`src/design/pic_types_pkg.sv`:
```
package pic_types_pkg;

   //////////////////////////////////////////////////
   // Field widths
   //////////////////////////////////////////////////

   localparam int PRIO_BITS = 4;                 // Priority field of a source
   localparam int ID_BITS   = 8;                 // Claim ID, covers up to 256 sources

   // Priority level, larger is more urgent in normal order
   typedef logic [PRIO_BITS-1:0] prio_t;

   // Source number as reported in claimid
   typedef logic [ID_BITS-1:0] src_id_t;

   //////////////////////////////////////////////////
   // Register port
   //////////////////////////////////////////////////

   typedef logic [31:0] bus_addr_t;              // Byte address
   typedef logic [31:0] bus_data_t;              // One register word

   // Most urgent level in normal order, also the wake-up level
   localparam prio_t PRIO_MAX = prio_t'(15);

endpackage

```
`src/design/pic_map_pkg.sv`:
```
package pic_map_pkg;

   //////////////////////////////////////////////////
   // Register map
   //////////////////////////////////////////////////

   // Start of the PIC register space
   localparam pic_types_pkg::bus_addr_t PIC_BASE_ADDR = 32'hF00C_0000;

   // Block offsets from the base, one 4 KB block each
   localparam pic_types_pkg::bus_addr_t PRIO_OFS      = 32'h0000_0000;  // Per-source priority
   localparam pic_types_pkg::bus_addr_t PEND_OFS      = 32'h0000_1000;  // Pending, 32 per word
   localparam pic_types_pkg::bus_addr_t ENABLE_OFS    = 32'h0000_2000;  // Per-source enable
   localparam pic_types_pkg::bus_addr_t CONFIG_OFS    = 32'h0000_3000;  // Priority order bit
   localparam pic_types_pkg::bus_addr_t GW_CONFIG_OFS = 32'h0000_4000;  // Polarity and type
   localparam pic_types_pkg::bus_addr_t GW_CLEAR_OFS  = 32'h0000_5000;  // Edge latch clear

   // Registers sit on word boundaries, so the source index starts at bit 2
   localparam int IDX_LSB = 2;

endpackage

```
`src/design/pic_reg_ctrl.sv`:
```
`timescale 1ns/1ps

module pic_reg_ctrl #(
   parameter int NUM_INT = 32
) (
   input  logic                               clk,
   input  logic                               rst_n,
   input  pic_types_pkg::bus_addr_t           picm_addr,
   input  pic_types_pkg::bus_data_t           picm_wr_data,
   input  logic                               picm_wren,
   input  logic                               picm_rden,
   input  logic [NUM_INT-1:0]                 gw_req,
   output pic_types_pkg::bus_data_t           picm_rd_data,
   output pic_types_pkg::prio_t [NUM_INT-1:0] int_priority,
   output logic [NUM_INT-1:0]                 int_enable,
   output logic [NUM_INT-1:0]                 gw_polarity,
   output logic [NUM_INT-1:0]                 gw_edge,
   output logic [NUM_INT-1:0]                 gw_clear,
   output logic                               reverse_order
);

   import pic_types_pkg::*;
   import pic_map_pkg::*;

   localparam int IDX_BITS  = $clog2(NUM_INT);
   localparam int BLK_LSB   = IDX_LSB + IDX_BITS;   // Lowest bit of the block match
   localparam int PEND_GRPS = (NUM_INT + 31) / 32;
   localparam int PEND_W    = PEND_GRPS * 32;

   bus_addr_t           addr_q;
   bus_data_t           wr_data_q;
   logic                wren_q;
   logic                rden_q;
   logic [IDX_BITS-1:0] idx_q;
   logic [NUM_INT-1:0]  src_sel;                    // One-hot source select, never bit 0
   logic                prio_hit;
   logic                pend_hit;
   logic                en_hit;
   logic                cfg_hit;
   logic                gw_cfg_hit;
   logic                gw_clr_hit;
   logic [PEND_W-1:0]   pend_ext;
   bus_data_t           pend_word;
   prio_t               prio_rd;
   logic                en_rd;
   logic [1:0]          gw_cfg_rd;

   // True when the captured address falls in the block at ofs
   function automatic logic blk_match(input bus_addr_t addr, input bus_addr_t ofs);
      bus_addr_t blk_addr;
      blk_addr = PIC_BASE_ADDR + ofs;
      return (addr >> BLK_LSB) == (blk_addr >> BLK_LSB);
   endfunction

   //////////////////////////////////////////////////
   // Request capture
   //////////////////////////////////////////////////

   always_ff @(posedge clk or negedge rst_n) begin
      if (!rst_n) begin
         wren_q <= 1'b0;
         rden_q <= 1'b0;
      end else begin
         wren_q <= picm_wren;
         rden_q <= picm_rden;
      end
   end

   always_ff @(posedge clk) begin
      if (picm_wren || picm_rden) begin
         addr_q <= picm_addr;
      end
      if (picm_wren) begin
         wr_data_q <= picm_wr_data;
      end
   end

   // Block and index decode
   assign idx_q      = addr_q[BLK_LSB-1:IDX_LSB];
   assign prio_hit   = blk_match(addr_q, PRIO_OFS);
   assign pend_hit   = blk_match(addr_q, PEND_OFS);
   assign en_hit     = blk_match(addr_q, ENABLE_OFS);
   assign gw_cfg_hit = blk_match(addr_q, GW_CONFIG_OFS);
   assign gw_clr_hit = blk_match(addr_q, GW_CLEAR_OFS);
   assign cfg_hit    = blk_match(addr_q, CONFIG_OFS) && (idx_q == '0);

   always_comb begin
      src_sel = '0;
      for (int i = 1; i < NUM_INT; i++) begin   // Index 0 and out-of-range indices hit nothing
         src_sel[i] = (idx_q == i);
      end
   end

   //////////////////////////////////////////////////
   // Configuration registers
   //////////////////////////////////////////////////

   always_ff @(posedge clk or negedge rst_n) begin
      if (!rst_n) begin
         int_priority  <= '0;
         int_enable    <= '0;
         gw_polarity   <= '0;
         gw_edge       <= '0;
         reverse_order <= 1'b0;
      end else if (wren_q) begin
         for (int i = 0; i < NUM_INT; i++) begin
            if (src_sel[i] && prio_hit) begin
               int_priority[i] <= prio_t'(wr_data_q[PRIO_BITS-1:0]);
            end
            if (src_sel[i] && en_hit) begin
               int_enable[i] <= wr_data_q[0];
            end
            if (src_sel[i] && gw_cfg_hit) begin
               gw_polarity[i] <= wr_data_q[0];   // 1 inverts the request
               gw_edge[i]     <= wr_data_q[1];   // 1 selects edge mode
            end
         end
         if (cfg_hit) begin
            reverse_order <= wr_data_q[0];
         end
      end
   end

   // Clear pulse lines up with the register update edge
   assign gw_clear = src_sel & {NUM_INT{wren_q & gw_clr_hit}};

   //////////////////////////////////////////////////
   // Read data
   //////////////////////////////////////////////////

   assign pend_ext = PEND_W'(gw_req);

   always_comb begin
      pend_word = '0;
      prio_rd   = '0;
      en_rd     = 1'b0;
      gw_cfg_rd = '0;
      for (int g = 0; g < PEND_GRPS; g++) begin
         if (idx_q == g) begin
            pend_word = pend_ext[g*32 +: 32];
         end
      end
      for (int i = 0; i < NUM_INT; i++) begin
         if (src_sel[i]) begin
            prio_rd   = int_priority[i];
            en_rd     = int_enable[i];
            gw_cfg_rd = {gw_edge[i], gw_polarity[i]};
         end
      end
   end

   // Only the selected field reaches the bus, zero otherwise
   always_comb begin
      picm_rd_data = '0;
      if (rden_q) begin
         if (pend_hit) begin
            picm_rd_data |= pend_word;
         end
         if (prio_hit) begin
            picm_rd_data |= bus_data_t'(prio_rd);
         end
         if (en_hit) begin
            picm_rd_data |= bus_data_t'(en_rd);
         end
         if (gw_cfg_hit) begin
            picm_rd_data |= bus_data_t'(gw_cfg_rd);
         end
         if (cfg_hit) begin
            picm_rd_data |= bus_data_t'(reverse_order);
         end
      end
   end

endmodule

```
`src/design/pic_gateway_bank.sv`:
```
`timescale 1ns/1ps

module pic_gateway_bank #(
   parameter int NUM_INT = 32
) (
   input  logic               clk,
   input  logic               rst_n,
   input  logic [NUM_INT-1:0] extintsrc_req,
   input  logic [NUM_INT-1:0] gw_polarity,
   input  logic [NUM_INT-1:0] gw_edge,
   input  logic [NUM_INT-1:0] gw_clear,
   output logic [NUM_INT-1:0] gw_req
);

   // Source 0 is reserved, so only 1 and up get hardware
   logic [NUM_INT-1:1] sync_meta;      // First synchroniser stage
   logic [NUM_INT-1:1] sync_req;       // Second stage, safe to use
   logic [NUM_INT-1:1] req_lvl;        // Request after polarity
   logic [NUM_INT-1:1] edge_pend;      // Edge-pending latch per source

   //////////////////////////////////////////////////
   // Two-flop synchroniser and edge latch
   //////////////////////////////////////////////////

   always_ff @(posedge clk or negedge rst_n) begin
      if (!rst_n) begin
         sync_meta <= '0;
         sync_req  <= '0;
         edge_pend <= '0;
      end else begin
         sync_meta <= extintsrc_req[NUM_INT-1:1];
         sync_req  <= sync_meta;
         // Set while the request is active, drop on a clear with the request idle
         edge_pend <= req_lvl | (edge_pend & ~gw_clear[NUM_INT-1:1]);
      end
   end

   assign req_lvl = sync_req ^ gw_polarity[NUM_INT-1:1];

   // Level mode passes the request, edge mode adds the latch
   assign gw_req = {req_lvl | (edge_pend & gw_edge[NUM_INT-1:1]), 1'b0};

endmodule

```
`src/design/pic_priority_tree.sv`:
```
`timescale 1ns/1ps

module pic_priority_tree #(
   parameter int NUM_INT = 32
) (
   input  logic [NUM_INT-1:0]                 gw_req,
   input  logic [NUM_INT-1:0]                 int_enable,
   input  pic_types_pkg::prio_t [NUM_INT-1:0] int_priority,
   input  logic                               reverse_order,
   output pic_types_pkg::src_id_t             best_id,
   output pic_types_pkg::prio_t               best_prio
);

   import pic_types_pkg::*;

   localparam int LEVELS = $clog2(NUM_INT);

   // Level 0 holds the leaves, level LEVELS the single winner
   prio_t   lvl_prio [LEVELS+1][NUM_INT];
   src_id_t lvl_id   [LEVELS+1][NUM_INT];

   // Number of live entries on a level
   function automatic int lvl_width(input int l);
      return (NUM_INT + (1 << l) - 1) >> l;
   endfunction

   // Pairwise compare-select, a keeps the tie
   function automatic logic [ID_BITS+PRIO_BITS-1:0] cmp_sel(
      input src_id_t a_id,
      input prio_t   a_prio,
      input src_id_t b_id,
      input prio_t   b_prio
   );
      if (a_prio < b_prio) begin
         return {b_id, b_prio};
      end
      return {a_id, a_prio};
   endfunction

   //////////////////////////////////////////////////
   // Leaves: masked and oriented priorities
   //////////////////////////////////////////////////

   for (genvar m = 0; m < NUM_INT; m++) begin : g_leaf
      assign lvl_prio[0][m] = (gw_req[m] && int_enable[m]) ?
                              (reverse_order ? ~int_priority[m] : int_priority[m]) : '0;
      assign lvl_id[0][m]   = src_id_t'(m);
   end

   //////////////////////////////////////////////////
   // Reduction levels
   //////////////////////////////////////////////////

   for (genvar l = 0; l < LEVELS; l++) begin : g_level
      for (genvar m = 0; m < NUM_INT; m++) begin : g_node
         if (2*m + 1 < lvl_width(l)) begin : g_pair
            assign {lvl_id[l+1][m], lvl_prio[l+1][m]} =
               cmp_sel(lvl_id[l][2*m], lvl_prio[l][2*m],
                       lvl_id[l][2*m+1], lvl_prio[l][2*m+1]);
         end else if (2*m < lvl_width(l)) begin : g_odd
            // Last entry of an odd level meets a zero pad
            assign {lvl_id[l+1][m], lvl_prio[l+1][m]} =
               cmp_sel(lvl_id[l][2*m], lvl_prio[l][2*m], '0, '0);
         end else begin : g_idle
            assign lvl_id[l+1][m]   = '0;
            assign lvl_prio[l+1][m] = '0;
         end
      end
   end

   assign best_id   = lvl_id[LEVELS][0];
   assign best_prio = lvl_prio[LEVELS][0];   // Still in internal order

endmodule

```
`src/design/pic_claim_stage.sv`:
```
`timescale 1ns/1ps

module pic_claim_stage #(
   parameter int NUM_INT = 32
) (
   input  logic                    clk,
   input  logic                    rst_n,
   input  pic_types_pkg::src_id_t  best_id,
   input  pic_types_pkg::prio_t    best_prio,
   input  logic                    reverse_order,
   input  pic_types_pkg::prio_t    meipt,
   input  pic_types_pkg::prio_t    meicurpl,
   output pic_types_pkg::src_id_t  claimid,
   output pic_types_pkg::prio_t    pl,
   output logic                    mexintpend,
   output logic                    mhwakeup
);

   import pic_types_pkg::*;

   localparam int IDX_BITS = $clog2(NUM_INT);

   prio_t               thr_int;     // Threshold in internal order
   prio_t               cur_int;     // Current level in internal order
   prio_t               pl_nxt;
   logic                pend_nxt;
   logic                wake_nxt;
   logic [IDX_BITS-1:0] id_q;        // Upper ID bits are always zero

   assign thr_int = reverse_order ? ~meipt : meipt;
   assign cur_int = reverse_order ? ~meicurpl : meicurpl;

   // Winner must beat both threshold and current level
   assign pend_nxt = (best_prio > thr_int) && (best_prio > cur_int);

   assign pl_nxt   = reverse_order ? ~best_prio : best_prio;   // Back to external order
   assign wake_nxt = (best_prio == PRIO_MAX);   // 15 normal, 0 reversed

   //////////////////////////////////////////////////
   // Claim registers
   //////////////////////////////////////////////////

   always_ff @(posedge clk or negedge rst_n) begin
      if (!rst_n) begin
         id_q       <= '0;
         pl         <= '0;
         mexintpend <= 1'b0;
         mhwakeup   <= 1'b0;
      end else begin
         id_q       <= best_id[IDX_BITS-1:0];
         pl         <= pl_nxt;
         mexintpend <= pend_nxt;
         mhwakeup   <= wake_nxt;
      end
   end

   assign claimid = src_id_t'(id_q);

endmodule

```
`src/design/pic_top.sv`:
```
`timescale 1ns/1ps

module pic_top #(
   parameter int NUM_INT = 32
) (
   input  logic                     clk,
   input  logic                     rst_n,
   input  logic [NUM_INT-1:0]       extintsrc_req,
   input  pic_types_pkg::bus_addr_t picm_addr,
   input  pic_types_pkg::bus_data_t picm_wr_data,
   input  logic                     picm_wren,
   input  logic                     picm_rden,
   input  pic_types_pkg::prio_t     meipt,
   input  pic_types_pkg::prio_t     meicurpl,
   output pic_types_pkg::bus_data_t picm_rd_data,
   output pic_types_pkg::src_id_t   claimid,
   output pic_types_pkg::prio_t     pl,
   output logic                     mexintpend,
   output logic                     mhwakeup
);

   import pic_types_pkg::*;

   logic [NUM_INT-1:0]         gw_req;
   logic [NUM_INT-1:0]         gw_polarity;
   logic [NUM_INT-1:0]         gw_edge;
   logic [NUM_INT-1:0]         gw_clear;
   logic [NUM_INT-1:0]         int_enable;
   prio_t [NUM_INT-1:0]        int_priority;
   logic                       reverse_order;
   src_id_t                    best_id;
   prio_t                      best_prio;

   //////////////////////////////////////////////////
   // Register block
   //////////////////////////////////////////////////

   pic_reg_ctrl #(
      .NUM_INT (NUM_INT)
   ) reg_ctrl_i (
      .clk           (clk),
      .rst_n         (rst_n),
      .picm_addr     (picm_addr),
      .picm_wr_data  (picm_wr_data),
      .picm_wren     (picm_wren),
      .picm_rden     (picm_rden),
      .gw_req        (gw_req),         // Pending readback
      .picm_rd_data  (picm_rd_data),
      .int_priority  (int_priority),
      .int_enable    (int_enable),
      .gw_polarity   (gw_polarity),
      .gw_edge       (gw_edge),
      .gw_clear      (gw_clear),
      .reverse_order (reverse_order)
   );

   //////////////////////////////////////////////////
   // Interrupt datapath
   //////////////////////////////////////////////////

   pic_gateway_bank #(
      .NUM_INT (NUM_INT)
   ) gateway_bank_i (
      .clk           (clk),
      .rst_n         (rst_n),
      .extintsrc_req (extintsrc_req),
      .gw_polarity   (gw_polarity),
      .gw_edge       (gw_edge),
      .gw_clear      (gw_clear),
      .gw_req        (gw_req)
   );

   pic_priority_tree #(
      .NUM_INT (NUM_INT)
   ) priority_tree_i (
      .gw_req        (gw_req),
      .int_enable    (int_enable),
      .int_priority  (int_priority),
      .reverse_order (reverse_order),
      .best_id       (best_id),
      .best_prio     (best_prio)
   );

   pic_claim_stage #(
      .NUM_INT (NUM_INT)
   ) claim_stage_i (
      .clk           (clk),
      .rst_n         (rst_n),
      .best_id       (best_id),
      .best_prio     (best_prio),
      .reverse_order (reverse_order),
      .meipt         (meipt),
      .meicurpl      (meicurpl),
      .claimid       (claimid),
      .pl            (pl),
      .mexintpend    (mexintpend),
      .mhwakeup      (mhwakeup)
   );

endmodule

```
`config.mk`:
```
export PLATFORM = sky130hd
export DESIGN_NAME = pic_top
export DESIGN_NICKNAME = d
export VERILOG_FILES = /design/src/design/pic_types_pkg.sv /design/src/design/pic_map_pkg.sv /design/src/design/pic_reg_ctrl.sv /design/src/design/pic_gateway_bank.sv /design/src/design/pic_priority_tree.sv /design/src/design/pic_claim_stage.sv /design/src/design/pic_top.sv
export SDC_FILE = /design/constraint.sdc
export NUM_CORES = 1
export LEC_CHECK = 0
export BUFFER_PORTS_ARGS = -buffer_cell sky130_fd_sc_hd__buf_4
export CAP_MARGIN = 25
export CORE_ASPECT_RATIO = 1.75
export CORE_MARGIN = 2
export CORE_UTILIZATION = 31
export DETAILED_ROUTE_END_ITERATION = 7
export GPL_TIMING_DRIVEN = 0
export MAX_ROUTING_LAYER = met4
export PLACE_DENSITY = 0.49
export SYNTH_ARGS = -nofsm -noshare
export SYNTH_HDL_FRONTEND = slang
export SYNTH_SLANG_ARGS = --single-unit
```
`constraint.sdc`:
```
create_clock -name clk -period 30.1 [get_ports clk]
set_input_delay 6.02 -clock clk [delete_from_list [all_inputs] [get_ports clk]]
set_output_delay 6.02 -clock clk [all_outputs]
set_load 0.01 [all_outputs]
```
==> out/metrics.yaml <==
layout:
  drive_gt1_share_pct: 18.9
  nNetsFinal: 2835
  final_core_util_pct: 36.0
  fill_cells: 7634
  area_delta_synth_final_pct: 15.4
logic_synthesis:
  syn_inst: 2423
  ys_warn_count: 0
  synth_edf_count: 34
  synth_top_cell_area_share_pct: 34.6
  ys_seq_area_share_pct: 39.0
  synth_area_leaders: "dfrtp_1 35%, mux2_2 11%, ha_1 6.8%"
  ys.flop_type: "dfrtp_1"
  avgSynthCellArea_um2: 9.66
  synthArstFlopShare_pct: 90.5
  synth.cell_area_mm2: 0.0234
  netlist_top_cells_count: "324 x dfrtp_1, 305 x nand2_1, 234 x mux2_2"
  synth_top_cell_by_area: "dfrtp_1"
  synth_cell_types: 98
  ys_ff_latch: 358
  synth.most_common_cell: "dfrtp_1"
critical_path:
  cp_top_family: "buffers and inverters"
  path_class: "reg2reg"
  cp.required_ns: 30.58
  cp_common_cell: "ha_1"
  slowest_stage: "buf_2"
  worstPathArrival_ns: 13.22
  cp-start-kind: "flop"
  crit_fanout: 10
  critPathBufInv: 13
  slowest_delay_ns: 0.63
  cp-end-kind: "flop"
power_and_ir_drop:
  ir_drop_uv: 38.4
  p_leak_uw: 0.0124
  total_power_uw: 1110
  pwr_density_cell_mw_per_mm2: 41.0
hold_path:
  hold_class: "reg2reg"
die:
  rows: 133
  die_y_um: 367
  core_mm2: 0.0749
  start_util_pct: 31.2
  dieArea_mm2: 0.0778
  die_x_um: 212
  ios: 154
timing:
  relSlewSlack_pct: 15.0
  fin_tns_setup_ns: 0
  min_period_over_period_pct: 42.3
  rsz0062_at_grt: "false"
  worst_pin_slew_ns: 1.27
  max_freq_ghz: 0.0785
  maxSlewViolCount: 0
  min_period_ns: 12.75
  setup_viol: 0
  hold_viol: 0
  skew_ns: 0.0281
placement:
  place_congestion: 1.02
  dpl.hpwl_um: 82200
  portBuffers: 119
global_routing:
  grt.overflow.total: 0
  grt_pass1_wl_um: 147000
  grt_pass1_vias: 21312
  grt_max_degree: 117
  antenna_found_initial: 5
  track_usage_pct: 27.6
clocking:
  cts.clk_slew.worst_paths_ns: 0.07
  cts_resized: 0
  cts_buffer_depth: 3
  cts_made_buffers: 39
  root_buffer: "clkbuf_16"
  clkLatencyLatePin_ns: 0.59
  post-cts-setup-buffer-count: 0
  cts_tree: "yes"
  hold_buffers: 0
  cts.sinks: 358
  cts_max_level: 2
flow_run:
  max_cap_violations: 0
drt:
  drc: 0
  drt_iter0_drc: 1387
  wirelength_um: 104000
  drtAntennaViolNets: 0
  drt_first_pass_iters: 5
  vias_per_cell: 5.64
  vias: 20151
  routedWlPerCell_um: 29.1
status:
  outcome: "finished clean"
## report_power, final
group	switching (µW)	total (µW)	internal (µW)
Sequential	5.86	503	497
Clock	220	511	291
Combinational	69.8	93.1	23.3
Total	296	1110	811
## kinds of logic after synthesis
kind of cell	synth area share, %
mux	14.3
buf+inv	3.81
simple gates	14.3
compound gates	15.8
xor+xnor	5.92
fa+ha+maj	6.79
other cells	0.0160
flops	39.0
## placed cells by master, fill, tap and decap left out, types with 14 or more instances in the layout
| cell | netlist | layout |
|---|---|---|
| dfrtp_1 | 324 | 324 |
| nand2_1 | 305 | 305 |
| mux2_2 | 234 | 234 |
| nor2_1 | 188 | 188 |
| buf_4 | 9 | 131 |
| ha_1 | 127 | 127 |
| o21ai_0 | 123 | 123 |
| inv_1 | 110 | 110 |
| a21oi_1 | 110 | 110 |
| xor2_1 | 95 | 95 |
| clkbuf_1 | 73 | 83 |
| xnor2_1 | 54 | 54 |
| mux2i_1 | 54 | 54 |
| nand2b_1 | 41 | 41 |
| clkbuf_16 | 0 | 39 |
| nand3_1 | 35 | 35 |
| edfxtp_1 | 34 | 34 |
| nor2b_1 | 33 | 33 |
| o211ai_1 | 31 | 31 |
| nor3_1 | 26 | 26 |
| and2_1 | 24 | 24 |
| a21o_1 | 24 | 24 |
| a31oi_1 | 24 | 24 |
| a22oi_1 | 24 | 24 |
| a211oi_1 | 18 | 18 |
| o21a_1 | 17 | 17 |
| o22ai_1 | 15 | 15 |
| and3_1 | 14 | 14 |
## registers in the layout, summed over array words and instances, names as in the netlist, 4 cells and up
register                  cells
reg_ctrl_i.gw_edge           31
reg_ctrl_i.addr_q            30
claim_stage_i.id_q            5
reg_ctrl_i.int_priority     124
gateway_bank_i.edge_pend     31
gateway_bank_i.sync_req      31
reg_ctrl_i.int_enable        31
reg_ctrl_i.wr_data_q          4
gateway_bank_i.sync_meta     31
claim_stage_i.pl              4
reg_ctrl_i.gw_polarity       31
## per-stage QoR
stage	area, µm²	hold slack [ns]	setup WS, ns	instances
CTS	27000	0.346	17.40	3572
floorplan	23400	0.331	20.64	2425
global placement	25500	0.335	16.58	3489
detailed placement	25700	0.335	17.45	3502
finish	27000	0.347	17.35	3575
global route	27000	0.356	16.66	3575
## per-layer routing
metal  share of wire, %  up-vias  GRT usage, %
li1                   -     8994             -
met1                 32    10018          25.2
met2                 53      782          50.2
met3                4.1      357          3.19
met4                 10        0          23.6
met5                  0        -             -
## final cells by class
type / count / area (µm²) / share of cell area [%]
tap: 945 / 1180 / 4.38
inverter: 113 / 424 / 1.57
multi-input combinational: 1851 / 13400 / 49.6
timing repair buffer: 134 / 1080 / 4.02
clock inverter: 18 / 269 / 0.997
sequential: 358 / 9130 / 33.8
antenna: 1 / 2.50 / 0.00927
clock buffer: 52 / 1040 / 3.87
buffer: 103 / 469 / 1.74
## path summary, 6_finish.rpt
path                                                end                         start  cells after the start  slack (ns)
max in group asynchronous   reg_ctrl_i.int_priority[64]                         rst_n                      2       23.45
hold reg to reg             gateway_bank_i.sync_req[23]  gateway_bank_i.sync_meta[23]                      0        0.35
min in group asynchronous  gateway_bank_i.sync_meta[13]                         rst_n                      1        5.53
setup reg to reg               claim_stage_i.mexintpend      reg_ctrl_i.reverse_order                     51       17.35
hold / removal              gateway_bank_i.sync_req[23]  gateway_bank_i.sync_meta[23]                      0        0.35
setup / recovery               claim_stage_i.mexintpend      reg_ctrl_i.reverse_order                     51       17.35
Power figures use the tool's default switching activity.
